### config.mk
export PLATFORM = sky130hd
export DESIGN_NAME = mem_out_queue
export DESIGN_NICKNAME = d
export VERILOG_FILES = /design/src/verilog/mem_pkg.sv /design/src/verilog/mem_out_queue.sv
export SDC_FILE = /design/constraint.sdc
export NUM_CORES = 1
export LEC_CHECK = 0
export ABC_AREA = 1
export ABC_CLOCK_PERIOD_IN_PS = 1900
export BUFFER_PORTS_ARGS = -buffer_cell sky130_fd_sc_hd__buf_4
export CAP_MARGIN = 20
export CORE_AREA = 2 2 119 121
export CTS_CLUSTER_SIZE = 12
export DETAILED_ROUTE_END_ITERATION = 10
export DIE_AREA = 0 0 121 123
export PLACE_DENSITY = 0.62
export SYNTH_ARGS = -nofsm -noshare
export SYNTH_HDL_FRONTEND = slang
export SYNTH_SLANG_ARGS = --single-unit
### constraint.sdc
create_clock -name clk -period 1.9 [get_ports clk]
set_input_delay 0.095 -clock clk [delete_from_list [all_inputs] [get_ports clk]]
set_output_delay 0.095 -clock clk [all_outputs]
set_load 0.05 [all_outputs]
### src/verilog/mem_pkg.sv
// ~~~~~~~~~~~~~~~~~~~~~~~~~~~~~~~~~~~~~~~~~~~~~~~~~~~~~~~~~~~~~~~~~~
// Memory stage shared definitions
// ~~~~~~~~~~~~~~~~~~~~~~~~~~~~~~~~~~~~~~~~~~~~~~~~~~~~~~~~~~~~~~~~~~

package mem_pkg;

    // Datapath sizes
    localparam int unsigned WORD_W      = 32;               // Data and address width
    localparam int unsigned DMEM_WORDS  = 256;              // Data RAM depth in words
    localparam int unsigned DMEM_IDX_W  = $clog2(DMEM_WORDS); // Word index, addr[9:2]
    localparam int unsigned OFFSET_W    = 2;                // Byte offset, addr[1:0]

    // Result queue and credit sizes
    localparam int unsigned QUEUE_DEPTH = 4;                // Entries and initial credits
    localparam int unsigned QPTR_W      = $clog2(QUEUE_DEPTH);
    localparam int unsigned QCNT_W      = $clog2(QUEUE_DEPTH + 1);
    localparam logic [QCNT_W-1:0] CREDIT_INIT = QCNT_W'(QUEUE_DEPTH);

    // Fault status
    localparam int unsigned FAULT_CNT_W = 8;                // Saturating misalign counter

    // Memory operation from the execute stage
    typedef enum logic [3:0] {
        NOP,                                                // Pass ex_out through
        LW,
        LH,
        LHU,
        LB,
        LBU,
        SW,
        SH,
        SB
    } mem_op_e;

    // Request from execute
    typedef struct packed {
        logic              en;                              // Request valid
        mem_op_e           op;
        logic [WORD_W-1:0] ex_out;                          // Address or pass-through value
        logic [WORD_W-1:0] wr_data;                         // Store data
    } mem_req_t;

    // Result to write-back
    typedef struct packed {
        logic [WORD_W-1:0] data;                            // Load, pass-through or zero
        logic              miss_align;
        logic              is_store;                        // Store actually written
    } mem_result_t;

endpackage

### src/verilog/mem_out_queue.sv
// ~~~~~~~~~~~~~~~~~~~~~~~~~~~~~~~~~~~~~~~~~~~~~~~~~~~~~~~~~~~~~~~~~~
// Result queue with credit flow control
// ~~~~~~~~~~~~~~~~~~~~~~~~~~~~~~~~~~~~~~~~~~~~~~~~~~~~~~~~~~~~~~~~~~

`timescale 1ns/100ps

module mem_out_queue (
    input  logic                 clk,
    input  logic                 rst_n,
    input  logic                 push,
    input  mem_pkg::mem_result_t push_data,
    input  logic                 res_credit,    // Credit back from write-back
    output logic                 res_valid,
    output mem_pkg::mem_result_t res,
    output logic                 req_credit     // Credit back to execute
);

    mem_pkg::mem_result_t        buffer [mem_pkg::QUEUE_DEPTH];
    logic [mem_pkg::QPTR_W-1:0]  wr_ptr;
    logic [mem_pkg::QPTR_W-1:0]  rd_ptr;
    logic [mem_pkg::QCNT_W-1:0]  count;         // Occupancy
    logic [mem_pkg::QCNT_W-1:0]  out_credits;   // Credits held toward write-back
    logic                        send;

    // Head leaves when there is an entry and a credit to spend
    assign send       = (count != '0) && (out_credits != '0);
    assign res_valid  = send;
    assign res        = buffer[rd_ptr];
    assign req_credit = send;

    always_ff @(posedge clk) begin
        if (push) begin
            buffer[wr_ptr] <= push_data;
        end
    end

    always_ff @(posedge clk or negedge rst_n) begin
        if (!rst_n) begin
            wr_ptr      <= '0;
            rd_ptr      <= '0;
            count       <= '0;
            out_credits <= mem_pkg::CREDIT_INIT;
        end else begin
            if (push) begin
                wr_ptr <= (wr_ptr == mem_pkg::QPTR_W'(mem_pkg::QUEUE_DEPTH - 1)) ?
                          '0 : wr_ptr + 1'b1;
            end
            if (send) begin
                rd_ptr <= (rd_ptr == mem_pkg::QPTR_W'(mem_pkg::QUEUE_DEPTH - 1)) ?
                          '0 : rd_ptr + 1'b1;
            end
            case ({push, send})
                2'b10:   count <= count + 1'b1;
                2'b01:   count <= count - 1'b1;
                default: count <= count;            // Idle or push and pop together
            endcase
            case ({send, res_credit})
                2'b10:   out_credits <= out_credits - 1'b1;
                2'b01:   out_credits <= out_credits + 1'b1;
                default: out_credits <= out_credits;
            endcase
        end
    end

endmodule

==> insert_results.sql <==
INSERT INTO impl_metrics (metric_group, metric, value, unit) VALUES
('status', 'outcome', 'complete, no violations', ''),
('sta', 'grt_setup_unrepaired', 'no', ''),
('synth', 'post_synth_instance_area', '5987', 'µm²'),
('clock_tree', 'clkSlewWorstSetupHoldPaths', '0.05', 'ns'),
('sta', 'post-route-min-period', '1.802', 'ns'),
('detailed_routing', 'routed_wire_length_per_instance', '14.41', 'µm'),
('place', 'post-place-cells', '719', ''),
('pwr', 'peakVddDrop', '0.001123', 'V'),
('die', 'ioPinCount', '74', ''),
('synth', 'async_set_reset_flop_share_out_of_synthesis', '6.849', '%'),
('flow_run', 'maxCapViolations', '0', ''),
('detailed_routing', 'finalWirelength', '11.47', 'mm'),
('finish', 'layout-drive-gt1-share', '21.92', '%'),
('sta', 'skew', '0.003070', 'ns'),
('setup_path', 'path_class', 'register to output pin', ''),
('synth', 'yosysUniqueCellTypes', '17', ''),
('sta', 'timing.max_slew.rel_slack', '78.31', '%'),
('finish', 'layoutNonFillerInstCount', '796', ''),
('setup_path', 'critPathCaptureType', 'output pin', ''),
('synth', 'synth-edff-count', '136', ''),
('finish', 'syn_to_final_growth', '30.07', '%'),
('sta', 'setup_viol_count_final', '0', ''),
('clock_tree', 'clock_path_buffers', '2', ''),
('global_routing', 'grt_pass1_vias', '3692', ''),
('finish', 'multi_input_comb_area', '1215', 'µm²'),
('clock_tree', 'clkLatencyLatePin', '0.41', 'ns'),
('place', 'place.port_buffers', '73', ''),
('clock_tree', 'clkSinkCount', '146', ''),
('pwr', 'power_density_over_cell_area', '1757', 'nW/µm²'),
('die', 'floorplan.die.width', '121', 'µm'),
('die', 'core-area', '13610', 'µm²'),
('detailed_routing', 'drt-pass1-iter-count', '4', ''),
('place', 'dp_worst_setup_slack', '0.07886', 'ns'),
('place', 'gpl.final_weighted_congestion', '0.6911', ''),
('detailed_routing', 'detail_route.vias_per_cell', '4.756', ''),
('global_routing', 'globalRoute.totalOverflow', '0', ''),
('clock_tree', 'cts_root_buf', 'sky130_fd_sc_hd__clkbuf_16', ''),
('place', 'placement.cell_area', '6802', 'µm²'),
('setup_path', 'critical_path_required_time', '1.80', 'ns'),
('global_routing', 'antenna_violations_before_repair', '0', ''),
('finish', 'postLayoutCoreUtil', '57.21', '%'),
('pwr', 'post-layout-total-power', '13.68', 'mW'),
('synth', 'most_frequently_used_flop_master_after_synthesis', 'sky130_fd_sc_hd__edfxtp_1', ''),
('synth', 'synth_top_area_share', '68.21', '%'),
('sta', 'final_hold_viol_count', '0', ''),
('setup_path', 'worstPathCellList', 'buf_12 > o211ai_1 > nand2_1 > buf_4', ''),
('synth', 'post_synth_main_area_contributors', 'sky130_fd_sc_hd__edfxtp_1 68%, sky130_fd_sc_hd__o211ai_1 8.5%, sky130_fd_sc_hd__nand2_1 8.1%', ''),
('place', 'dp_hpwl', '6.989', 'mm'),
('sta', 'worst_margin_slew', '0.3254', 'ns'),
('synth', 'number_of_nets_in_the_synthesized_netlist', '522', ''),
('synth', 'synthesis.yosys.warnings', '0', ''),
('detailed_routing', 'dr.first_iter.drc_count', '223', ''),
('synth', 'postSynthCellCount', '475', ''),
('setup_path', 'worst-path-max-fanout', '29', ''),
('setup_path', 'worst_path_largest_cell_delay', '0.57', 'ns'),
('synth', 'yosys.cell_count.top_type', 'sky130_fd_sc_hd__edfxtp_1', ''),
('synth', 'ys_seq_elements', '146', ''),
('setup_path', 'arrival', '1.71', 'ns'),
('detailed_routing', 'overall_via_count_from_detail_route', '3786', ''),
('detailed_routing', 'remaining_drc_errors', '0', ''),
('die', 'std_cell_rows', '43', ''),
('global_routing', 'grt_start_max_net_pins', '52', ''),
('die', 'initial_util', '43.98', '%'),
('finish', 'n_antenna_cell', '0', ''),
('min_path', 'holdCritPathClass', 'input port to async pin', ''),
('synth', 'synth_top_area_cell', 'sky130_fd_sc_hd__edfxtp_1', ''),
('sta', 'setup_total_negative_slack', '0', 'ns'),
('clock_tree', 'clock_tree_from_tritoncts', 'yes', ''),
('pwr', 'power.static_leakage', '3.208', 'nW'),
('clock_tree', 'numCtsBuffers', '17', ''),
('finish', 'finish.net_count', '652', '');
[worst max-delay path, delay by kind of cell, from the launching register on]
kind | cells | cell delay, ns
flops | 1 | 0.57
buf+inv | 2 | 0.40
compound gates | 1 | 0.19
simple gates | 1 | 0.12
[cell type report]
class	count	share of cell area, %
inverter	85	4.145
clock buffer	23	5.752
tap	180	2.892
timing repair buffer	135	14.75
multi-input combinational	220	15.60
sequential	146	55.75
clock inverter	7	1.109
[cell usage in the layout, fill, tap and decap left out]
cell / instances
sky130_fd_sc_hd__buf_12: 3
sky130_fd_sc_hd__buf_4: 94
sky130_fd_sc_hd__buf_6: 2
sky130_fd_sc_hd__bufinv_16: 2
sky130_fd_sc_hd__clkbuf_1: 6
sky130_fd_sc_hd__clkbuf_16: 17
sky130_fd_sc_hd__clkinv_1: 1
sky130_fd_sc_hd__clkinv_2: 3
sky130_fd_sc_hd__clkinvlp_4: 2
sky130_fd_sc_hd__dfrtp_1: 6
sky130_fd_sc_hd__dfrtp_2: 2
sky130_fd_sc_hd__dfrtp_4: 1
sky130_fd_sc_hd__dfstp_2: 1
sky130_fd_sc_hd__dlygate4sd3_1: 36
sky130_fd_sc_hd__edfxtp_1: 136
sky130_fd_sc_hd__fa_1: 1
sky130_fd_sc_hd__fa_2: 1
sky130_fd_sc_hd__ha_1: 6
sky130_fd_sc_hd__ha_4: 1
sky130_fd_sc_hd__inv_1: 79
sky130_fd_sc_hd__inv_2: 5
sky130_fd_sc_hd__nand2_1: 128
sky130_fd_sc_hd__nand2_2: 1
sky130_fd_sc_hd__nand3_1: 4
sky130_fd_sc_hd__nand4_1: 2
sky130_fd_sc_hd__nor2_1: 4
sky130_fd_sc_hd__o211ai_1: 68
sky130_fd_sc_hd__o21ai_0: 2
sky130_fd_sc_hd__xnor2_1: 2
[logic make-up (layout without fill, tap and decap cells)]
kind of cell / Yosys count / after routing / synth area share, %
AO/OA/AOI/OAI: 70 / 70 / 8.694
XOR/XNOR: 2 / 2 / 0.2926
adder cells (fa/ha/maj): 9 / 9 / 2.132
buffers and inverters: 109 / 250 / 7.586
flip-flops: 146 / 146 / 72.41
AND/OR/NAND/NOR: 139 / 139 / 8.882
[power by group]
group          switching [mW]  internal [mW]  leakage (nW)
Sequential              0.233           4.19          1.36
Combinational            4.22           2.01          1.58
Clock                    1.14           1.90         0.258
[sequential cells by signal, summed over array words and instances, names as in the netlist]
signal	count
buffer	136
count	3
out_credits	3
rd_ptr	2
wr_ptr	2
[final timing paths]
kind	startpoint	slack [ns]	endpoint
worst max-delay path	rd_ptr[0]	0.1	res[15]
worst min-delay path	rst_n	0.05	count[2]
worst max register to register	out_credits[0]	0.12	out_credits[2]
worst min register to register	out_credits[2]	0.47	out_credits[2]
max in group asynchronous	rst_n	1.63	out_credits[2]
min in group clk	res_credit	0.05	out_credits[0]
[metal layers]
metal / up-vias / GRT usage (%) / routed length (µm)
li1: 1880 / - / -
met1: 1820 / 21.14 / 5184
met2: 64 / 27.56 / 5611
met3: 22 / 4.982 / 469
met4: 0 / 6.759 / 202
met5: - / 0 / 0
[repair_timing]
item	CTS	global route
endpoints found under the hold margin	148	0
hold buffers	36	0
endpoints found under the setup margin	2	24
pin swaps	0	1
buffers inserted	1	10
gates resized for setup	0	3
(Power assumes the default switching activity.)
