**config.mk**
```make
export PLATFORM = sky130hd
export DESIGN_NAME = mem_fault_regs
export DESIGN_NICKNAME = d
export VERILOG_FILES = /design/src/verilog/mem_pkg.sv /design/src/verilog/mem_fault_regs.sv
export SDC_FILE = /design/constraint.sdc
export NUM_CORES = 1
export LEC_CHECK = 0
export ABC_AREA = 1
export BUFFER_PORTS_ARGS = -buffer_cell sky130_fd_sc_hd__buf_2
export CAP_MARGIN = 20
export CELL_PAD_IN_SITES_DETAIL_PLACEMENT = 0
export CELL_PAD_IN_SITES_GLOBAL_PLACEMENT = 1
export CORE_ASPECT_RATIO = 1.75
export CORE_MARGIN = 2
export CORE_UTILIZATION = 35
export DETAILED_ROUTE_END_ITERATION = 10
export PLACE_DENSITY = 0.86
export SYNTH_ARGS = -nofsm -noshare
export SYNTH_HDL_FRONTEND = slang
export SYNTH_SLANG_ARGS = --single-unit
```
**constraint.sdc**
```tcl
create_clock -name clk -period 2.15 [get_ports clk]
set_input_delay 0.43 -clock clk [delete_from_list [all_inputs] [get_ports clk]]
set_output_delay 0.43 -clock clk [all_outputs]
set_load 0.05 [all_outputs]
```
**src/verilog/mem_pkg.sv**
```systemverilog
// ~~~~~~~~~~~~~~~~~~~~~~~~~~~~~~~~~~~~~~~~~~~~~~~~~~~~~~~~~~~~~~~~~~
// Memory stage shared definitions
// ~~~~~~~~~~~~~~~~~~~~~~~~~~~~~~~~~~~~~~~~~~~~~~~~~~~~~~~~~~~~~~~~~~

package mem_pkg;

    // Datapath sizes
    localparam int unsigned WORD_W      = 32;               // Data and address width
    localparam int unsigned DMEM_WORDS  = 256;              // Data RAM depth in words
    localparam int unsigned DMEM_IDX_W  = $clog2(DMEM_WORDS); // Word index, addr[9:2]
    localparam int unsigned OFFSET_W    = 2;                // Byte offset, addr[1:0]

    // Result queue and credit sizes
    localparam int unsigned QUEUE_DEPTH = 4;                // Entries and initial credits
    localparam int unsigned QPTR_W      = $clog2(QUEUE_DEPTH);
    localparam int unsigned QCNT_W      = $clog2(QUEUE_DEPTH + 1);
    localparam logic [QCNT_W-1:0] CREDIT_INIT = QCNT_W'(QUEUE_DEPTH);

    // Fault status
    localparam int unsigned FAULT_CNT_W = 8;                // Saturating misalign counter

    // Memory operation from the execute stage
    typedef enum logic [3:0] {
        NOP,                                                // Pass ex_out through
        LW,
        LH,
        LHU,
        LB,
        LBU,
        SW,
        SH,
        SB
    } mem_op_e;

    // Request from execute
    typedef struct packed {
        logic              en;                              // Request valid
        mem_op_e           op;
        logic [WORD_W-1:0] ex_out;                          // Address or pass-through value
        logic [WORD_W-1:0] wr_data;                         // Store data
    } mem_req_t;

    // Result to write-back
    typedef struct packed {
        logic [WORD_W-1:0] data;                            // Load, pass-through or zero
        logic              miss_align;
        logic              is_store;                        // Store actually written
    } mem_result_t;

endpackage

```
**src/verilog/mem_fault_regs.sv**
```systemverilog
// ~~~~~~~~~~~~~~~~~~~~~~~~~~~~~~~~~~~~~~~~~~~~~~~~~~~~~~~~~~~~~~~~~~
// Misalign fault status
// ~~~~~~~~~~~~~~~~~~~~~~~~~~~~~~~~~~~~~~~~~~~~~~~~~~~~~~~~~~~~~~~~~~

`timescale 1ns/100ps

module mem_fault_regs (
    input  logic                            clk,
    input  logic                            rst_n,
    input  logic                            fault,          // Misaligned request this cycle
    input  logic [mem_pkg::WORD_W-1:0]      fault_addr_in,
    input  logic                            fault_clear,
    output logic                            store_block,    // Sticky flag
    output logic [mem_pkg::FAULT_CNT_W-1:0] fault_count,
    output logic [mem_pkg::WORD_W-1:0]      fault_addr
);

    always_ff @(posedge clk or negedge rst_n) begin
        if (!rst_n) begin
            fault_count <= '0;
            fault_addr  <= '0;
            store_block <= 1'b0;
        end else begin
            if (fault) begin
                if (fault_count != '1) begin
                    fault_count <= fault_count + 1'b1;      // Saturates at all ones
                end
                fault_addr  <= fault_addr_in;               // Latest faulting address
                store_block <= 1'b1;                        // Wins over a clear
            end else if (fault_clear) begin
                store_block <= 1'b0;
            end
        end
    end

endmodule

```
==> results of run 1 <==
## registers in the layout, summed over array words and instances, names as in the netlist
name,flops
fault_count,8
fault_addr,32
store_block,1
## metal layers
metal,part of all wire,routed length [µm],global-route usage
met1,0.40,1580,0.181
met5,0,0,0
met4,0.026,104,0.0714
met3,0.039,154,0.0282
met2,0.53,2110,0.262
## final timing paths
check                                  to  cells past startpoint
max reg2reg                fault_count[0]                      8
min                           store_block                      1
max in group asynchronous  fault_addr[10]                      2
min reg2reg                fault_addr[22]                      2
max                        fault_count[0]                      1
min in group clk              store_block                      2
## stage by stage
step	worst slack [ps]	total power, W	cells
after floorplan	555	0.00154	200
after detailed placement	726	0.00176	325
after CTS	629	0.00240	333
after global routing	605	0.00249	333
after global placement	744	0.00175	325
final	639	0.00236	333
## cells by family after synthesis
| logic type | Yosys count | synth area share |
|---|---|---|
| simple gates | 136 | 0.323 |
| fa+ha+maj | 1 | 0.00737 |
| compound gates | 6 | 0.0177 |
| xor+xnor | 1 | 0.00516 |
| flops | 41 | 0.605 |
| buf+inv | 15 | 0.0420 |
## worst reg2reg max path, stage by stage (launching register included)
cell and delay, ps:
dfrtp_1 480, ha_1 270, inv_1 70, nor2_2 170, nand2_4 100, nand2_4 100
inv_4 50, nand2_1 50, nand2_1 40
## power by group
group          total [W]  internal [W]  switching, W
clock           0.000628      0.000378      0.000249
combinational   0.000753      0.000179      0.000574
sequential      0.000977      0.000875      0.000102
## area by class of cell
class                   count  area [µm²]
clock buffers               7        86.3
clock inverters             1        30.0
fillers                   489        2420
inverters                   8        32.5
multi-input cells         144         599
flip-flops and latches     41        1030
well taps                  52        65.1
repair buffers             80         410
## cells in the final DEF, fill, tap and decap left out, drive strengths merged
cell type	Yosys	layout
nand3	3	3
dfrtp	41	41
ha	1	1
xnor2	1	1
nand2	124	124
a21oi	4	4
clkbuf	2	7
o21ai	2	2
buf	5	80
nor2	8	8
bufinv	0	1
nor3	1	1
inv	8	8
==> flow_summary.ini, run 1 <==
[run_status]
status = finished clean

[yosys]
yosys.area.top_type = dfrtp_1
synth_edf_count = 0
ys_types = 19
seq_area_frac_synth = 0.605
synth.most_common_cell = nand2_1
avgSynthCellArea_um2 = 8.48
netlist_top_cells_count = 120 x nand2_1, 41 x dfrtp_1, 6 x inv_1, 5 x nor2_1
ys.flop_type = dfrtp_1
yosys_warnings = 0
synth_area_um2 = 1700
synthCells = 200
async_flop_share = 1.00
synth.top_cell.area_share = 0.605
synth_seq_cells = 41
synth_nets = 237
synth_area_leaders = dfrtp_1 60%, nand2_1 27%, inv_1 1.3%

[place]
placement.cell_area_um2 = 2130
routabilityCongestion = 0.784
port_buffers = 76
dp_hpwl_um = 2950

[clocking]
cts_inserted_buffers = 5
clock_sinks = 41
cts_tree = built
cts_max_level = 2
cts_setup_buffers = 0
path_clk_slew_ps = 80
clk_latency_ps = 280
cts_resized = 0
clk_path_buf_depth = 2
hold_buffers = 0
cts_root_buf = clkbuf_8

[setup_path]
critPathMaxFanout = 7
worst_ep_required_time_ps = 1720
cp-start-kind = flop
crit_buf_inv = 1
crit_start = fault_count[0]
path_class = flop to output port
crit_arrival_ps = 1080
slowest_stage = dfrtp_1
cp_top_family = flip-flops
regToRegStartpoint = fault_count[0]
slowest_delay_ps = 480
reg2reg_slack_ps = 730
end_kind = output port
crit_chain = buf_2

[floorplan]
start_util = 0.364
rows = 33
top_level_ports = 77
die_area_um2 = 5440
die_w_um = 56.6
die-height_um = 96.1
fp.coreArea_um2 = 4670

[route]
vias_per_cell = 4.47
num_vias = 1487
drtIter0Drc = 21
routedWlPerCell_um = 11.8
drtAntennaViolNets = 0
dr.pass1.iters = 4
drcViolationCount = 0
wirelength_um = 3940

[finish]
design_area_um2 = 2250
drive_gt1_frac = 0.342
layout.nets = 317
antenna_cells = 0
fin_util = 0.482
area_delta_synth_final_pct = 32.6

[timing]
rsz0062_at_grt = no
finalSetupViolCount = 0
period_needed_ps = 1510
maxSlewHeadroom = 0.768
hold_viol = 0
worstMarginPinSlew_ps = 347
fin_skew_ps = 1.13
fin_hold_ws_ps = 39.7
fmax_ghz = 0.662
tns_ps = 0
maxSlewViolCount = 0
finalCritPeriodShare = 0.703

[power_and_ir_drop]
ir_drop_mv = 0.627
power-per-cell-area_nw_per_um2 = 1050
p_leak_nw = 1.32

[global_route]
grt.total_usage = 0.152
overflow = 0
grt_pass1_wl_um = 6350
grt_max_degree = 24
grt_antenna_before_repair = 0
first_global_vias = 1383

[hold_path]
hp-class = input pin to asynchronous set/reset pin

[run]
maxCapViolations = 0
(Power assumes the default switching activity.)
==> run 2, diff against run 1 <==
- CORE_UTILIZATION: 35 -> 29
- PLACE_DENSITY: 0.86 -> 0.77
- clock period: 2.15 -> 1.3 ns (I/O delays scaled with it)
==> run 2 against run 1 <==
Effect of this change: critical path depth stayed put; sequential share of layout area is 1.3 points lower; hold slack better by 130 ps; clock skew hardly changed; largest power group unchanged.
==> flow_summary.ini, run 2 (synthesized netlist as in run 1, its figures left out) <==
[finish]
layout_commonest_cell = nand2_1
area_delta_synth_final_pct = 37.9
reg.largest.list = fault_addr: 32 flops, fault_count: 8 flops, store_block: 1 flops
design_area_um2 = 2340
top_register = fault_addr
n_fill_cell = 584
final_cell_mix = 120 x nand2_1, 75 x buf_2, 33 x dfrtp_1
antenna_cells = 0
drive_gt1_frac = 0.378
largest_reg_flops = 32
layout.nets = 319

[setup_path]
worst_ep_required_time_ps = 1040
slowest_delay_ps = 440
critPathMaxFanout = 7
crit_chain = clkbuf_4
regToRegStartpoint = fault_count[0]
end_kind = output port
cp_top_family = flip-flops
crit_buf_inv = 1
crit_arrival_ps = 980
path_class = flop to output port
cp-start-kind = flop
slowest_stage = dfrtp_2
crit_start = fault_count[0]

[floorplan]
rows = 36
die_w_um = 61.8
die-height_um = 105
fp.coreArea_um2 = 5630
top_level_ports = 77
die_area_um2 = 6500
start_util = 0.301

[global_route]
grt_antenna_before_repair = 0
overflow = 0
grt.total_usage = 0.132
grt_max_degree = 42
first_global_vias = 1476
grt_pass1_wl_um = 6530

[run]
maxCapViolations = 0

[route]
num_vias = 1477
dr.pass1.iters = 4
drtIter0Drc = 69
drtAntennaViolNets = 0
vias_per_cell = 4.11
routedWlPerCell_um = 11.1
drcViolationCount = 0
wirelength_um = 3970

[clocking]
clock_sinks = 41
cts_root_buf = clkbuf_8
cts_tree = built
path_clk_slew_ps = 80
cts_max_level = 2
clk_latency_ps = 280
cts_setup_buffers = 0
clk_path_buf_depth = 2
cts_inserted_buffers = 5

[timing]
tns_ps = 0
finalSetupViolCount = 0
maxSlewHeadroom = 0.824
maxSlewViolCount = 0
finalCritPeriodShare = 0.954
worstMarginPinSlew_ps = 266
fmax_ghz = 0.806
hold_viol = 0
setup_ws_ps = 59.2
rsz0062_at_grt = no
period_needed_ps = 1240
fin_skew_ps = 1.12

[place]
dp_hpwl_um = 2940
port_buffers = 76
dpl_worst_slack_ps = 120
placement.cell_area_um2 = 2210
routabilityCongestion = 0.793

[power_and_ir_drop]
seqPwrFrac = 0.412
p_sw_w = 0.00154
ir_drop_mv = 0.954
power-per-cell-area_nw_per_um2 = 1690
p_int_w = 0.00241
p_sw_frac = 0.390
p_comb_frac = 0.326
pwr-share-clk = 0.262
p_leak_nw = 1.33

[hold_path]
hold_start = fault_addr_in[26]
hp-class = input pin to flop

[run_status]
status = finished clean
## run 2: stage by stage
stage	hold slack, ps	total power, W	util	instances
floorplan	-35.6	0.00259	-	200
global placement	249	0.00295	0.393	350
detailed placement	253	0.00296	0.393	350
CTS	156	0.00403	0.415	359
global route	167	0.00420	0.416	359
finish	169	0.00395	0.416	359
## run 2: path summary, 6_finish.rpt
check / endpoint / slack (ps) / depth (start not counted)
max: fault_count[0] / 60 / 1
min: fault_addr[26] / 170 / 3
max reg2reg: fault_count[1] / 120 / 8
min reg2reg: fault_addr[18] / 470 / 2
max in group asynchronous: fault_count[6] / 610 / 3
min in group asynchronous: fault_addr[4] / 470 / 3
## run 2: cell type report
cell class                 instances  area [µm²]  share of cell area
clock buffer                       7        86.3              0.0369
timing repair buffer              82         443               0.189
clock inverter                     1        30.0              0.0128
sequential                        41        1040               0.443
multi-input combinational        144         617               0.264
tap                               76        95.1              0.0406
inverter                           8        32.5              0.0139
## run 2: power by group through the flow
| stage | logic, W | clock network (W) | registers (W) |
|---|---|---|---|
| 2_1_floorplan | 0.000342 | 0 | 0.00225 |
| 3_3_place_gp | 0.00130 | 0 | 0.00165 |
| 3_5_place_dp | 0.00130 | 0 | 0.00165 |
| 4_1_cts | 0.00131 | 0.00109 | 0.00163 |
| 5_1_grt | 0.00140 | 0.00113 | 0.00166 |
| 6_report | 0.00129 | 0.00104 | 0.00163 |
## run 2: routing by layer
layer  vias up  share of wire  track usage
met3         6          0.046       0.0235
met1       664           0.39        0.137
met5         -              0            0
li1        761              -            -
met2        46           0.55        0.243
met4         0          0.020       0.0502
## run 2: repair_timing
item,CTS,global route
hold endpoints to repair,41,0
setup endpoints to repair,0,1
hold buffers,1,0
resized for setup,0,1
==> run 3, diff against run 2 <==
- PLACE_DENSITY: 0.77 -> 0.85
- clock period: 1.3 -> 1.1 ns (I/O delays scaled with it)
==> run 3 against run 2 <==
Effect of this change: largest power group is now combinational logic; utilization rose by 9.0 points; worst setup slack got worse by 160 ps; power rose by 40%; clock power rose by 19%; critical path type is now flop to flop; first-iteration DRC count fell by 5.8%; the flow now finishes with violations (setup timing); wire length rose by 15%; via count rose by 10%; sequential cell count did not move; global-route usage rose by 2.0 points; register-to-register slack got worse by 220 ps; combinational power rose by 88%.
==> flow_summary.ini, run 3 (synthesized netlist as in run 1, its figures left out) <==
[clocking]
cts_tree = built
cts_root_buf = clkbuf_8
clk_path_buf_depth = 2
clock_sinks = 41
clk_latency_ps = 280
cts_inserted_buffers = 5
path_clk_slew_ps = 80
cts_max_level = 2

[route]
dr.pass1.iters = 4
num_vias = 1631
wirelength_um = 4570
routedWlPerCell_um = 11.8
drtIter0Drc = 65
drcViolationCount = 0
vias_per_cell = 4.23
drtAntennaViolNets = 0

[timing]
fin_skew_ps = 5.83
tns_ps = -982
fmax_ghz = 0.833
finalCritPeriodShare = 1.09
maxSlewViolCount = 0
finalSetupViolCount = 13
period_needed_ps = 1200
worstMarginPinSlew_ps = 272
setup_ws_ps = -99.9
hold_viol = 0
rsz0062_at_grt = yes
maxSlewHeadroom = 0.819

[global_route]
grt_max_degree = 42
grt.total_usage = 0.151
first_global_vias = 1564
grt_pass1_wl_um = 7320
grt_antenna_before_repair = 0
overflow = 0

[floorplan]
die_w_um = 61.8
rows = 36
die_area_um2 = 6500
die-height_um = 105
fp.coreArea_um2 = 5630
top_level_ports = 77
start_util = 0.301

[setup_path]
path_class = flop to flop
cp-endpoint = fault_count[0]
end_kind = flop
crit_path_frequent_cell = nand2_4
slowest_stage = dfrtp_2
cp-start-kind = flop
worst_ep_required_time_ps = 1280
reg2reg_to = fault_count[0]
regToRegStartpoint = fault_count[1]
crit_chain = buf_6 > ha_4 > inv_2 > nor2_4 > nand2_4 > nand2_4 > inv_4 > nand2_2 > nand2_1
crit_arrival_ps = 1380
reg2reg_slack_ps = -100
crit_start = fault_count[1]
slowest_delay_ps = 380
critPathMaxFanout = 5
rr_worst_depth = 9

[finish]
design_area_um2 = 2850
n_fill_cell = 554
fin_util = 0.506
largest_reg_flops = 32
area_delta_synth_final_pct = 67.8
final_cell_mix = 119 x nand2_1, 43 x buf_6, 35 x buf_2
top_register = fault_addr
drive_gt1_frac = 0.437
reg.largest.list = fault_addr: 32 flops, fault_count: 8 flops, store_block: 1 flops
layout.nets = 345
layout_commonest_cell = nand2_1

[run_status]
status = finished, violations left
violations = setup timing

[place]
dpl_worst_slack_ps = -31.7
dp_hpwl_um = 3100
placement.cell_area_um2 = 2250
routabilityCongestion = 0.786
port_buffers = 76

[hold_path]
hp-class = input pin to flop

[power_and_ir_drop]
power-per-cell-area_nw_per_um2 = 1950
ir_drop_mv = 0.848
p_leak_nw = 1.54

[run]
maxCapViolations = 0
run 3: what timing repair did:
item                                   CTS  global route
hold buffers                             1             0
endpoints found under the hold margin   41             0
resized for setup                       72            26
buffers inserted                        12             9
pin swaps                                2             3
setup endpoints to repair               46            47
run 3: how the worst min path moves through the flow:
stage / startpoint / end / slack, ps / cells after the start
2_1_floorplan: rst_n / fault_addr[0] / -80 / 0
3_3_place_gp: rst_n / store_block / 210 / 2
3_5_place_dp: rst_n / store_block / 210 / 2
4_1_cts: fault_addr_in[11] / fault_addr[11] / 120 / 3
5_1_grt: fault_addr_in[17] / fault_addr[17] / 120 / 3
6_report: fault_addr_in[28] / fault_addr[28] / 130 / 3
run 3: critical path: cells and delay by family (launching register included):
kind / cells / cell delay (ps)
buffers and inverters: 3 / 200
adders and majority gates: 1 / 140
DFF: 1 / 380
and+or+nand+nor: 5 / 370
run 3: report_power, final:
part	switching, W	internal [W]	leakage, nW
clock network	0.000499	0.000740	0.0585
registers	0.000165	0.00173	0.487
logic	0.00138	0.00104	0.999
total	0.00204	0.00351	1.54
run 3: stage by stage:
| step | instances | total power [W] | hold WS, ps |
|---|---|---|---|
| after floorplan | 200 | 0.00306 | -75.6 |
| after global placement | 355 | 0.00359 | 208 |
| after detailed placement | 355 | 0.00361 | 213 |
| after CTS | 376 | 0.00546 | 120 |
| after global routing | 385 | 0.00586 | 119 |
| final | 386 | 0.00555 | 127 |
run 3: final cells by class:
class | count | area, µm² | area share
flip-flops and latches | 41 | 1040 | 0.364
repair buffers | 108 | 937 | 0.329
multi-input cells | 144 | 627 | 0.220
well taps | 76 | 95.1 | 0.0334
clock buffers | 7 | 86.3 | 0.0303
inverters | 8 | 32.5 | 0.0114
clock inverters | 1 | 30.0 | 0.0105
diodes | 1 | 2.50 | 0.000879
run 3: layer usage:
| layer | GRT usage | share of wire | up-vias |
|---|---|---|---|
| met5 | 0 | 0 | - |
| met4 | 0.0669 | 0.023 | 0 |
| met3 | 0.0334 | 0.040 | 7 |
| met2 | 0.261 | 0.58 | 41 |
| met1 | 0.167 | 0.36 | 766 |
| li1 | - | - | 817 |
