File: src/verilog/mem_pkg.sv
// ~~~~~~~~~~~~~~~~~~~~~~~~~~~~~~~~~~~~~~~~~~~~~~~~~~~~~~~~~~~~~~~~~~
// Memory stage shared definitions
// ~~~~~~~~~~~~~~~~~~~~~~~~~~~~~~~~~~~~~~~~~~~~~~~~~~~~~~~~~~~~~~~~~~

package mem_pkg;

    // Datapath sizes
    localparam int unsigned WORD_W      = 32;               // Data and address width
    localparam int unsigned DMEM_WORDS  = 256;              // Data RAM depth in words
    localparam int unsigned DMEM_IDX_W  = $clog2(DMEM_WORDS); // Word index, addr[9:2]
    localparam int unsigned OFFSET_W    = 2;                // Byte offset, addr[1:0]

    // Result queue and credit sizes
    localparam int unsigned QUEUE_DEPTH = 4;                // Entries and initial credits
    localparam int unsigned QPTR_W      = $clog2(QUEUE_DEPTH);
    localparam int unsigned QCNT_W      = $clog2(QUEUE_DEPTH + 1);
    localparam logic [QCNT_W-1:0] CREDIT_INIT = QCNT_W'(QUEUE_DEPTH);

    // Fault status
    localparam int unsigned FAULT_CNT_W = 8;                // Saturating misalign counter

    // Memory operation from the execute stage
    typedef enum logic [3:0] {
        NOP,                                                // Pass ex_out through
        LW,
        LH,
        LHU,
        LB,
        LBU,
        SW,
        SH,
        SB
    } mem_op_e;

    // Request from execute
    typedef struct packed {
        logic              en;                              // Request valid
        mem_op_e           op;
        logic [WORD_W-1:0] ex_out;                          // Address or pass-through value
        logic [WORD_W-1:0] wr_data;                         // Store data
    } mem_req_t;

    // Result to write-back
    typedef struct packed {
        logic [WORD_W-1:0] data;                            // Load, pass-through or zero
        logic              miss_align;
        logic              is_store;                        // Store actually written
    } mem_result_t;

endpackage

File: src/verilog/mem_ctrl.sv
// ~~~~~~~~~~~~~~~~~~~~~~~~~~~~~~~~~~~~~~~~~~~~~~~~~~~~~~~~~~~~~~~~~~
// Memory access control
// ~~~~~~~~~~~~~~~~~~~~~~~~~~~~~~~~~~~~~~~~~~~~~~~~~~~~~~~~~~~~~~~~~~

`timescale 1ns/100ps

module mem_ctrl (
    input  mem_pkg::mem_req_t              req,
    input  logic [mem_pkg::WORD_W-1:0]     rd_word,     // Old word from the RAM
    input  logic                           store_block, // Sticky fault holds off stores
    output logic                           we,
    output logic [mem_pkg::DMEM_IDX_W-1:0] word_addr,
    output logic [mem_pkg::WORD_W-1:0]     wr_word,     // Merged store word
    output mem_pkg::mem_result_t           result
);

    logic [mem_pkg::OFFSET_W-1:0] offset;
    logic [15:0]                  sel_half;
    logic [7:0]                   sel_byte;

    assign offset    = req.ex_out[mem_pkg::OFFSET_W-1:0];
    assign word_addr = req.ex_out[mem_pkg::DMEM_IDX_W+mem_pkg::OFFSET_W-1:mem_pkg::OFFSET_W];

    // Lane selection for sub-word loads
    assign sel_half = offset[1] ? rd_word[31:16] : rd_word[15:0];
    assign sel_byte = rd_word[{offset, 3'b000} +: 8];

    always_comb begin
        we      = 1'b0;
        wr_word = req.wr_data;
        result  = '0;
        if (req.en) begin
            case (req.op)
                mem_pkg::LW: begin
                    if (offset == '0) begin
                        result.data = rd_word;
                    end else begin
                        result.miss_align = 1'b1;
                    end
                end
                mem_pkg::LH: begin
                    if (!offset[0]) begin
                        result.data = {{16{sel_half[15]}}, sel_half};   // Sign extend
                    end else begin
                        result.miss_align = 1'b1;
                    end
                end
                mem_pkg::LHU: begin
                    if (!offset[0]) begin
                        result.data = {16'h0000, sel_half};
                    end else begin
                        result.miss_align = 1'b1;
                    end
                end
                mem_pkg::LB: begin
                    result.data = {{24{sel_byte[7]}}, sel_byte};        // Any offset
                end
                mem_pkg::LBU: begin
                    result.data = {24'h000000, sel_byte};
                end
                mem_pkg::SW: begin
                    if (offset == '0) begin
                        we = !store_block;
                    end else begin
                        result.miss_align = 1'b1;
                    end
                end
                mem_pkg::SH: begin
                    if (!offset[0]) begin
                        if (offset[1]) begin
                            wr_word = {req.wr_data[15:0], rd_word[15:0]};
                        end else begin
                            wr_word = {rd_word[31:16], req.wr_data[15:0]};
                        end
                        we = !store_block;
                    end else begin
                        result.miss_align = 1'b1;
                    end
                end
                mem_pkg::SB: begin
                    // Byte merge into the old word
                    case (offset)
                        2'd0:    wr_word = {rd_word[31:8], req.wr_data[7:0]};
                        2'd1:    wr_word = {rd_word[31:16], req.wr_data[7:0], rd_word[7:0]};
                        2'd2:    wr_word = {rd_word[31:24], req.wr_data[7:0], rd_word[15:0]};
                        default: wr_word = {req.wr_data[7:0], rd_word[23:0]};
                    endcase
                    we = !store_block;
                end
                default: begin
                    result.data = req.ex_out;                   // Non-memory op
                end
            endcase
        end
        result.is_store = we;
    end

endmodule

File: config.mk
export PLATFORM = sky130hd
export DESIGN_NAME = mem_ctrl
export DESIGN_NICKNAME = d
export VERILOG_FILES = /design/src/verilog/mem_pkg.sv /design/src/verilog/mem_ctrl.sv
export SDC_FILE = /design/constraint.sdc
export NUM_CORES = 1
export LEC_CHECK = 0
export BUFFER_PORTS_ARGS = -buffer_cell sky130_fd_sc_hd__buf_4
export CAP_MARGIN = 20
export CORE_MARGIN = 4
export CORE_UTILIZATION = 40
export DETAILED_ROUTE_END_ITERATION = 8
export PLACE_DENSITY = 0.79
export SETUP_SLACK_MARGIN = 0.2
export SLEW_MARGIN = 0
export SYNTH_ARGS = -nofsm -noshare
export SYNTH_HDL_FRONTEND = slang
export SYNTH_SLANG_ARGS = --single-unit
File: constraint.sdc
create_clock -name vclk -period 4.5
set_clock_uncertainty 0.05 [all_clocks]
set_input_delay 0.9 -clock vclk [all_inputs]
set_output_delay 0.9 -clock vclk [all_outputs]
set_load 0.01 [all_outputs]
==> summary.json, run 1 <==
{
  "floorplan.rows": {"value": 28},
  "syn_area_per_cell": {"value": 6.50, "unit": "um^2"},
  "synthesis.nets": {"value": 481},
  "final_report_hold_violation_count": {"value": 0},
  "timing_worst_slew_pin_value": {"value": 840, "unit": "ps"},
  "power.internal": {"value": 194, "unit": "uW"},
  "slew_violations": {"value": 0},
  "final_antenna_net_count": {"value": 0},
  "drt_wl_total": {"value": 11500, "unit": "um"},
  "ir_drop": {"value": 0.0877, "unit": "mV"},
  "critical_path_fanouts_max": {"value": 43},
  "grt_pass1_wl": {"value": 16900, "unit": "um"},
  "vias": {"value": 3720},
  "die_area": {"value": 7480, "unit": "um^2"},
  "met1Wirelength": {"value": 4390, "unit": "um"},
  "max_cap_viols": {"value": 0},
  "synth_top_cell_area_share": {"value": 19.5, "unit": "%"},
  "pwr-share-clk": {"value": 0, "unit": "%"},
  "core_area": {"value": 5960, "unit": "um^2"},
  "cts-resized-gates": {"value": 0},
  "synth.largest_area_cell": {"value": "sky130_fd_sc_hd__mux2i_1"},
  "number_of_global_route_vias_before_repair": {"value": 3368},
  "crit_top_cell": {"value": "sky130_fd_sc_hd__buf_4"},
  "viasPerCell": {"value": 6.35},
  "sequential_cell_count_of_the_final_layout": {"value": 0},
  "place.gp.congestion": {"value": 0.870},
  "setup-tns-final": {"value": 0, "unit": "ps"},
  "critical-path-max-stage-delay": {"value": 450, "unit": "ps"},
  "share_seq_of_total_power": {"value": 0, "unit": "%"},
  "cts_post_setup_buffers_inserted": {"value": 0},
  "cp_num_buf_inv": {"value": 2},
  "final_util": {"value": 61.7, "unit": "%"},
  "slowest_stage": {"value": "sky130_fd_sc_hd__buf_4"},
  "data_arrival_at_the_endpoint_of_the_critical_path": {"value": 2900, "unit": "ps"},
  "drc": {"value": 0},
  "layout-drive-gt1-share": {"value": 39.7, "unit": "%"},
  "wl_per_cell": {"value": 19.5, "unit": "um"},
  "hold_path.class": {"value": "primary input to output port"},
  "iteration_0_drc_count_of_the_detailed_router": {"value": 221},
  "worst_setup_path_start_kind": {"value": "primary input"},
  "top_layer": {"value": "met4"},
  "synth_cells": {"value": 379},
  "timing_worst_setup_path_type": {"value": "primary input to output port"},
  "maxClockFrequency": {"value": 260, "unit": "MHz"},
  "die_w": {"value": 86.5, "unit": "um"},
  "sw_frac_of_total": {"value": 51.3, "unit": "%"},
  "worst_setup_path_end_kind": {"value": "output port"},
  "finalCritPeriodShare": {"value": 85.6, "unit": "%"},
  "ys_types": {"value": 44},
  "cell_types_with_the_largest_area_share_after_synthesis": {"value": "sky130_fd_sc_hd__mux2i_1, sky130_fd_sc_hd__a21oi_1, sky130_fd_sc_hd__nand2_1"},
  "initial_standard_cell_utilization_of_the_core": {"value": 41.4, "unit": "%"},
  "timing.final.setup_violations": {"value": 0},
  "outcome": {"value": "finished, final reports clean"},
  "clockBufferCount": {"value": 0},
  "finish.net_count": {"value": 615},
  "power.leakage": {"value": 0.00176, "unit": "uW"},
  "mappedNetlistArea": {"value": 2460, "unit": "um^2"},
  "finalWorstPathRequiredPeriod": {"value": 3850, "unit": "ps"},
  "grt_antenna_before_repair": {"value": 0},
  "dp_hpwl": {"value": 8650, "unit": "um"},
  "drt_pre_antenna_iters": {"value": 8},
  "top_post_synthesis_cells_by_count": {"value": "sky130_fd_sc_hd__mux2i_1, sky130_fd_sc_hd__nand2_1, sky130_fd_sc_hd__a21oi_1"},
  "grtUsageTotal": {"value": 27.3, "unit": "%"},
  "met3RoutedLength": {"value": 1190, "unit": "um"},
  "met2_wirelength": {"value": 5670, "unit": "um"},
  "diodes": {"value": 0},
  "maximum_number_of_pins_on_one_net_before_global_route_repair": {"value": 48},
  "synth-seq-area-share": {"value": 0, "unit": "%"},
  "power.density": {"value": 109, "unit": "nW/um^2"},
  "holdBufCountCts": {"value": 0},
  "worst_slew_margin_rel": {"value": 43.9, "unit": "%"},
  "area.growth.synth_to_final": {"value": 49.1, "unit": "%"},
  "yosysMostFrequentCell": {"value": "sky130_fd_sc_hd__mux2i_1"},
  "switchingPower": {"value": 205, "unit": "uW"},
  "rsz0062_at_grt": {"value": "no"},
  "p_comb_share": {"value": 100.0, "unit": "%"},
  "cp_cell_sequence": {"value": "buf_4 -> mux4_2 -> o221a_1 -> a31oi_4 -> a21oi_1 -> buf_4"},
  "die_h": {"value": 86.5, "unit": "um"},
  "cp.required": {"value": 3550, "unit": "ps"},
  "yosys_warnings": {"value": 0},
  "filler_cell_count": {"value": 574},
  "final-seq-area": {"value": 0, "unit": "um^2"},
  "placement.io_buffers": {"value": 177},
  "timing.critical_path.max_delay_family": {"value": "compound AO/OA/AOI/OAI gates"},
  "boundaryPins": {"value": 177},
  "grt.overflow.total": {"value": 0}
}
## power groups by stage
stage                     Clock [uW]  Combinational [uW]  Sequential, uW
after detailed placement           0                 392               0
after global routing               0                 426               0
after global placement             0                 385               0
after floorplan                    0                 204               0
after CTS                          0                 394               0
final                              0                 399               0
## layout make-up
| class | instances | area, um^2 | share of cell area, % |
|---|---|---|---|
| inverters | 1 | 3.75 | 0.102 |
| well taps | 75 | 93.8 | 2.55 |
| repair buffers | 184 | 1380 | 37.6 |
| multi-input cells | 326 | 2190 | 59.7 |
## cells by family (layout without fill, tap and decap cells)
| logic type | after synthesis | count (layout) | synth area share (%) |
|---|---|---|---|
| mux | 51 | 51 | 21.3 |
| compound gates | 160 | 160 | 44.4 |
| simple gates | 113 | 113 | 22.2 |
| xor+xnor | 2 | 2 | 0.711 |
| buf+inv | 53 | 185 | 11.4 |
## placed cells by master (no fill, tap or decap), drive strengths merged, types with 2 or more instances in the layout
cell type	instances
buf	184
mux2i	48
nand2	45
a21oi	43
nor2	29
o21ai	27
o221ai	16
o22ai	15
a31oi	15
nor3	12
nor2b	9
o221a	9
a32oi	8
a22o	8
a21o	7
a211oi	7
nand2b	4
or3	2
mux2	2
or2	2
and2	2
nor3b	2
nor4b	2
## worst paths after layout
kind | slack, ps | to | cells after the start | start
setup / recovery | 650 | result[25] | 6 | req[33]
hold / removal | 1940 | word_addr[2] | 2 | req[36]
## stage by stage
| stage | cells | power, uW | cell area, um^2 | hold slack, ps | setup WS, ps |
|---|---|---|---|---|---|
| floorplan | 379 | 204 | 2460 | 1840 | 1170 |
| global placement | 586 | 385 | 3670 | 1940 | 751 |
| detailed placement | 586 | 392 | 3670 | 1940 | 701 |
| CTS | 586 | 394 | 3670 | 1940 | 689 |
| global route | 586 | 426 | 3670 | 1940 | 499 |
| finish | 586 | 399 | 3670 | 1940 | 650 |
## per-layer routing
metal	track usage, %	vias to the layer above
met5	0	-
met4	5.24	0
met3	2.76	15
met2	48.6	237
met1	35.6	1748
li1	-	1720
Power figures use the tool's default switching activity.
==> run 2: changes to the inputs <==
==> constraint.sdc (replaced) <==
create_clock -name vclk -period 4.3
set_clock_uncertainty 0.05 [all_clocks]
set_input_delay 0.86 -clock vclk [all_inputs]
set_output_delay 0.86 -clock vclk [all_outputs]
set_load 0.005 [all_outputs]
==> run 2 against run 1 <==
  * Sequential share of layout area unchanged
  * Combinational power down 1%
  * Critical path depth unchanged
  * Cell area up 0.20%
  * Setup slack worse by 95 ps
  * Non-clock buffer count up 1
  * Utilization up 0.13 points
  * Critical endpoint is now result[22]
==> summary.json, run 2 (synthesis results as in run 1) <==
{
  "worst_slew_margin_rel": {"value": 44.3, "unit": "%", "change": "was 43.9%"},
  "die_w": {"value": 86.5, "unit": "um", "change": "unchanged"},
  "timing_worst_slew_pin_value": {"value": 832, "unit": "ps", "change": "was 840 ps"},
  "global_routing_met3_resource_utilization": {"value": 2.28, "unit": "%", "change": "was 2.76%"},
  "initial_standard_cell_utilization_of_the_core": {"value": 41.4, "unit": "%", "change": "unchanged"},
  "final_cell_area": {"value": 3680, "unit": "um^2", "change": "was 3670 um^2"},
  "layout_common_cells": {"value": "sky130_fd_sc_hd__buf_4, sky130_fd_sc_hd__mux2i_1, sky130_fd_sc_hd__nand2_1", "change": "unchanged"},
  "finish.net_count": {"value": 616, "change": "was 615"},
  "worst_setup_path_start_kind": {"value": "primary input", "change": "unchanged"},
  "viasPerCell": {"value": 6.26, "change": "was 6.35"},
  "worst_setup_path_end_kind": {"value": "output port", "change": "unchanged"},
  "share_seq_of_total_power": {"value": 0, "unit": "%", "change": "about the same"},
  "sequential_cell_count_of_the_final_layout": {"value": 0, "change": "unchanged"},
  "rsz0062_at_grt": {"value": "no", "change": "unchanged"},
  "switchingPower": {"value": 192, "unit": "uW", "change": "was 205 uW"},
  "drt_wl_total": {"value": 11200, "unit": "um", "change": "was 11,500 um"},
  "grtUsageTotal": {"value": 27.6, "unit": "%", "change": "was 27.3%"},
  "grt.overflow.total": {"value": 0, "change": "unchanged"},
  "maxClockFrequency": {"value": 267, "unit": "MHz"},
  "hold_path.class": {"value": "primary input to output port", "change": "unchanged"},
  "pwr-share-clk": {"value": 0, "unit": "%", "change": "about the same"},
  "number_of_global_route_vias_before_repair": {"value": 3407, "change": "was 3,368"},
  "core_area": {"value": 5960, "unit": "um^2", "change": "unchanged"},
  "hold-path-endpoint": {"value": "word_addr[2]", "change": "unchanged"},
  "boundaryPins": {"value": 177, "change": "unchanged"},
  "critical_path_fanouts_max": {"value": 43, "change": "unchanged"},
  "place.gp.congestion": {"value": 0.857, "change": "was 0.870"},
  "drt_pre_antenna_iters": {"value": 5, "change": "was 8"},
  "slew_violations": {"value": 0, "change": "unchanged"},
  "power.leakage": {"value": 0.00176, "unit": "uW", "change": "about the same"},
  "setup-tns-final": {"value": 0, "unit": "ps", "change": "unchanged"},
  "vias": {"value": 3676, "change": "was 3,720"},
  "dp_hpwl": {"value": 8650, "unit": "um", "change": "about the same"},
  "grt_pass1_wl": {"value": 17100, "unit": "um", "change": "was 16,900 um"},
  "final-seq-area": {"value": 0, "unit": "um^2", "change": "unchanged"},
  "grt_util_met2": {"value": 48.1, "unit": "%", "change": "was 48.6%"},
  "layout-drive-gt1-share": {"value": 39.8, "unit": "%", "change": "was 39.7%"},
  "finalCritPeriodShare": {"value": 87.1, "unit": "%"},
  "sw_frac_of_total": {"value": 48.7, "unit": "%", "change": "was 51.3%"},
  "ir_drop": {"value": 0.0960, "unit": "mV", "change": "was 0.0877 mV"},
  "cts-resized-gates": {"value": 0, "change": "unchanged"},
  "cp.required": {"value": 3390, "unit": "ps", "change": "was 3550 ps"},
  "final_report_hold_violation_count": {"value": 0, "change": "unchanged"},
  "maximum_number_of_pins_on_one_net_before_global_route_repair": {"value": 52, "change": "was 48"},
  "min-delay-start": {"value": "req[36]", "change": "unchanged"},
  "diodes": {"value": 0, "change": "unchanged"},
  "clockBufferCount": {"value": 0, "change": "unchanged"},
  "use_met1": {"value": 36.8, "unit": "%", "change": "was 35.6%"},
  "data_arrival_at_the_endpoint_of_the_critical_path": {"value": 2830, "unit": "ps", "change": "was 2900 ps"},
  "wl_per_cell": {"value": 19.1, "unit": "um", "change": "was 19.5 um"},
  "timing_worst_setup_path_type": {"value": "primary input to output port", "change": "unchanged"},
  "cts_post_setup_buffers_inserted": {"value": 0, "change": "unchanged"},
  "finalWorstPathRequiredPeriod": {"value": 3740, "unit": "ps"},
  "p_comb_share": {"value": 100.0, "unit": "%", "change": "about the same"},
  "holdBufCountCts": {"value": 0, "change": "unchanged"},
  "final_antenna_net_count": {"value": 0, "change": "unchanged"},
  "die_h": {"value": 86.5, "unit": "um", "change": "unchanged"},
  "floorplan.rows": {"value": 28, "change": "unchanged"},
  "power.density": {"value": 107, "unit": "nW/um^2", "change": "was 109 nW/um^2"},
  "outcome": {"value": "finished, final reports clean", "change": "unchanged"},
  "die_area": {"value": 7480, "unit": "um^2", "change": "unchanged"},
  "layout_commonest_cell": {"value": "sky130_fd_sc_hd__buf_4", "change": "unchanged"},
  "iteration_0_drc_count_of_the_detailed_router": {"value": 244, "change": "was 221"},
  "holdPathStages": {"value": 2, "change": "unchanged"},
  "max_cap_viols": {"value": 0, "change": "unchanged"},
  "gr-max-usage-layer": {"value": "met2", "change": "unchanged"},
  "placement.io_buffers": {"value": 177, "change": "unchanged"},
  "area.growth.synth_to_final": {"value": 49.4, "unit": "%", "change": "was 49.1%"},
  "drc": {"value": 0, "change": "unchanged"},
  "power.internal": {"value": 202, "unit": "uW", "change": "was 194 uW"},
  "timing.final.setup_violations": {"value": 0, "change": "unchanged"},
  "grt_antenna_before_repair": {"value": 0, "change": "unchanged"},
  "dpl-instance-area": {"value": 3680, "unit": "um^2", "change": "was 3670 um^2"}
}
run 2: through the flow:
stage / setup slack (ps) / power (uW) / hold WS (ps) / instances / util, %
finish: 555 / 394 / 1850 / 587 / 61.8
global route: 390 / 425 / 1860 / 587 / 61.8
CTS: 563 / 391 / 1850 / 587 / 61.8
detailed placement: 559 / 390 / 1850 / 587 / 61.8
global placement: 631 / 383 / 1850 / 587 / 61.8
floorplan: 1150 / 194 / 1750 / 379 / -
run 2: power groups by stage:
stage	clock, uW	combinational, uW	sequential [uW]
finish	0	394	0
global route	0	425	0
CTS	0	391	0
detailed placement	0	390	0
global placement	0	383	0
floorplan	0	194	0
run 2: layout make-up:
type / count / area, um^2
inverter: 1 / 3.75
fill: 567 / 2270
timing repair buffer: 185 / 1390
tap: 75 / 93.8
multi-input combinational: 326 / 2190
run 2: worst max-delay path by stage:
stage,start,end,slack (ps),cells after the start
CTS,req[33],result[22],560,6
finish,req[33],result[22],560,6
global route,req[33],result[22],390,6
detailed placement,req[33],result[22],560,6
floorplan,req[32],result[22],1150,7
global placement,req[33],result[32],630,6
run 2: worst max-delay path, cell delays in order:
cell and delay [ps]:
sky130_fd_sc_hd__buf_4 450, sky130_fd_sc_hd__mux4_2 410, sky130_fd_sc_hd__o221a_1 370, sky130_fd_sc_hd__a31oi_4 450, sky130_fd_sc_hd__a21oi_1 130, sky130_fd_sc_hd__buf_4 160
run 2: layer usage:
layer  up-vias  wire (um)
met4         0        240
met5         -          0
met3        23       1050
met2       222       5570
met1      1709       4370
li1       1722          -
==> run 3: changes to the inputs <==
- GPL_ROUTABILITY_DRIVEN: default -> 0
- clock period: 4.3 -> 4.6 ns (I/O delays scaled with it)
==> run 3 against run 2 <==
  * Final cell count fell by 0.34%
  * Flip-flop and latch count did not move
  * Non-clock buffer count down 2
  * Setup slack better by 24 ps
  * Cell area shrank 0.41%
  * Critical path depth stayed put
  * Wire length up 0.25%
  * Highest routed layer unchanged
  * Die area did not move
  * Critical path type unchanged
  * Utilization is 0.25 points lower
  * Power decreased by 6.4%
==> summary.json, run 3 (synthesis results as in run 1) <==
{
  "cp_num_buf_inv": {"value": 2, "change": "unchanged"},
  "met1Wirelength": {"value": 4450, "unit": "um", "change": "was 4370 um"},
  "die_area": {"value": 7480, "unit": "um^2", "change": "unchanged"},
  "holdBufCountCts": {"value": 0, "change": "unchanged"},
  "timing.critical_path.max_delay_family": {"value": "compound AO/OA/AOI/OAI gates", "change": "unchanged"},
  "maximum_number_of_pins_on_one_net_before_global_route_repair": {"value": 54, "change": "was 52"},
  "dp_hpwl": {"value": 8660, "unit": "um", "change": "was 8650 um"},
  "share_seq_of_total_power": {"value": 0, "unit": "%", "change": "about the same"},
  "final-seq-area": {"value": 0, "unit": "um^2", "change": "unchanged"},
  "area.growth.synth_to_final": {"value": 48.8, "unit": "%", "change": "was 49.4%"},
  "drt_wl_total": {"value": 11300, "unit": "um", "change": "was 11,200 um"},
  "cp_cell_sequence": {"value": "buf_4 -> mux4_2 -> o221a_1 -> a31oi_4 -> a21oi_1 -> buf_4", "change": "unchanged"},
  "grt_antenna_before_repair": {"value": 0, "change": "unchanged"},
  "crit_top_cell": {"value": "sky130_fd_sc_hd__buf_4", "change": "unchanged"},
  "iteration_0_drc_count_of_the_detailed_router": {"value": 279, "change": "was 244"},
  "slew_violations": {"value": 0, "change": "unchanged"},
  "data_arrival_at_the_endpoint_of_the_critical_path": {"value": 3050, "unit": "ps", "change": "was 2830 ps"},
  "met3RoutedLength": {"value": 981, "unit": "um", "change": "was 1050 um"},
  "layout-drive-gt1-share": {"value": 39.6, "unit": "%", "change": "was 39.8%"},
  "rsz0062_at_grt": {"value": "no", "change": "unchanged"},
  "viasPerCell": {"value": 6.30, "change": "was 6.26"},
  "layout_commonest_cell": {"value": "sky130_fd_sc_hd__buf_4", "change": "unchanged"},
  "area_taken_by_multi_input_logic_gates": {"value": 2190, "unit": "um^2", "change": "unchanged"},
  "switchingPower": {"value": 181, "unit": "uW", "change": "was 192 uW"},
  "holdPathStages": {"value": 2, "change": "unchanged"},
  "vias": {"value": 3687, "change": "was 3,676"},
  "die_h": {"value": 86.5, "unit": "um", "change": "unchanged"},
  "drt_pre_antenna_iters": {"value": 5, "change": "unchanged"},
  "final_report_hold_violation_count": {"value": 0, "change": "unchanged"},
  "slowest_stage": {"value": "sky130_fd_sc_hd__mux4_2", "change": "was sky130_fd_sc_hd__buf_4"},
  "initial_standard_cell_utilization_of_the_core": {"value": 41.4, "unit": "%", "change": "unchanged"},
  "worst_setup_path_start_kind": {"value": "primary input", "change": "unchanged"},
  "grtUsageTotal": {"value": 26.7, "unit": "%", "change": "was 27.6%"},
  "pwr-share-clk": {"value": 0, "unit": "%", "change": "about the same"},
  "outcome": {"value": "finished, final reports clean", "change": "unchanged"},
  "power.internal": {"value": 188, "unit": "uW", "change": "was 202 uW"},
  "hold_path.class": {"value": "primary input to output port", "change": "unchanged"},
  "ir_drop": {"value": 0.0940, "unit": "mV", "change": "was 0.0960 mV"},
  "drc": {"value": 0, "change": "unchanged"},
  "boundaryPins": {"value": 177, "change": "unchanged"},
  "timing_worst_slew_pin_value": {"value": 841, "unit": "ps", "change": "was 832 ps"},
  "diodes": {"value": 0, "change": "unchanged"},
  "timing.final.setup_violations": {"value": 0, "change": "unchanged"},
  "cp_num_cells": {"value": 6, "change": "unchanged"},
  "finalWorstPathRequiredPeriod": {"value": 4020, "unit": "ps"},
  "number_of_global_route_vias_before_repair": {"value": 3332, "change": "was 3,407"},
  "power.density": {"value": 101, "unit": "nW/um^2", "change": "was 107 nW/um^2"},
  "critical-path-max-stage-delay": {"value": 590, "unit": "ps", "change": "was 450 ps"},
  "sequential_cell_count_of_the_final_layout": {"value": 0, "change": "unchanged"},
  "setup_ws": {"value": 579, "unit": "ps", "change": "was 555 ps"},
  "setup-tns-final": {"value": 0, "unit": "ps", "change": "unchanged"},
  "met2_wirelength": {"value": 5570, "unit": "um", "change": "about the same"},
  "p_comb_share": {"value": 100.0, "unit": "%", "change": "about the same"},
  "clockBufferCount": {"value": 0, "change": "unchanged"},
  "die_w": {"value": 86.5, "unit": "um", "change": "unchanged"},
  "maxClockFrequency": {"value": 249, "unit": "MHz"},
  "filler_cell_count": {"value": 585, "change": "was 567"},
  "placement.io_buffers": {"value": 177, "change": "unchanged"},
  "core_area": {"value": 5960, "unit": "um^2", "change": "unchanged"},
  "min-delay-start": {"value": "req[36]", "change": "unchanged"},
  "floorplan.rows": {"value": 28, "change": "unchanged"},
  "cp.required": {"value": 3630, "unit": "ps", "change": "was 3390 ps"},
  "grt_pass1_wl": {"value": 16600, "unit": "um", "change": "was 17,100 um"},
  "layout_common_cells": {"value": "sky130_fd_sc_hd__buf_4, sky130_fd_sc_hd__mux2i_1, sky130_fd_sc_hd__nand2_1", "change": "unchanged"},
  "critical_path_fanouts_max": {"value": 53, "change": "was 43"},
  "max_cap_viols": {"value": 0, "change": "unchanged"},
  "cts_post_setup_buffers_inserted": {"value": 0, "change": "unchanged"},
  "finish.net_count": {"value": 614, "change": "was 616"},
  "timing_startpoint_of_the_critical_path": {"value": "req[32]", "change": "was req[33]"},
  "wl_per_cell": {"value": 19.2, "unit": "um", "change": "was 19.1 um"},
  "finalCritPeriodShare": {"value": 87.4, "unit": "%"},
  "place_worst_setup_slack": {"value": 601, "unit": "ps", "change": "was 559 ps"},
  "timing_worst_setup_path_type": {"value": "primary input to output port", "change": "unchanged"},
  "final_antenna_net_count": {"value": 0, "change": "unchanged"},
  "worst_slew_margin_rel": {"value": 43.9, "unit": "%", "change": "was 44.3%"},
  "worst_setup_path_end_kind": {"value": "output port", "change": "unchanged"},
  "sw_frac_of_total": {"value": 49.0, "unit": "%", "change": "was 48.7%"},
  "power.leakage": {"value": 0.00175, "unit": "uW", "change": "was 0.00176 uW"},
  "top_layer": {"value": "met4", "change": "unchanged"},
  "cts-resized-gates": {"value": 0, "change": "unchanged"},
  "grt.overflow.total": {"value": 0, "change": "unchanged"}
}
[run 3: layer usage]
layer  vias up  GRT usage, %
li1       1720             -
met1      1733          34.9
met2       213          47.5
met3        21          2.47
met4         0          5.52
met5         -             0
[run 3: stage by stage]
stage                     total power (uW)  hold WS, ps  cells  cell area (um^2)  utilization, %
after global routing                   396         1970    585              3670            61.6
after detailed placement               364         1970    585              3670            61.6
after floorplan                        181         1870    379              2460               -
after CTS                              365         1970    585              3670            61.6
final                                  369         1970    585              3670            61.6
after global placement                 357         1970    585              3670            61.6
[run 3: worst paths after layout]
| check | to | slack (ps) |
|---|---|---|
| max | result[22] | 580 |
| min | word_addr[2] | 1970 |
[run 3: power groups by stage]
stage / registers [uW] / logic (uW) / clock network [uW]
after detailed placement: 0 / 364 / 0
after CTS: 0 / 365 / 0
after global placement: 0 / 357 / 0
final: 0 / 369 / 0
after global routing: 0 / 396 / 0
after floorplan: 0 / 181 / 0
[run 3: area by class of cell]
cell class,count,area share (%)
timing repair buffer,183,37.5
multi-input combinational,326,59.9
tap,75,2.56
inverter,1,0.102
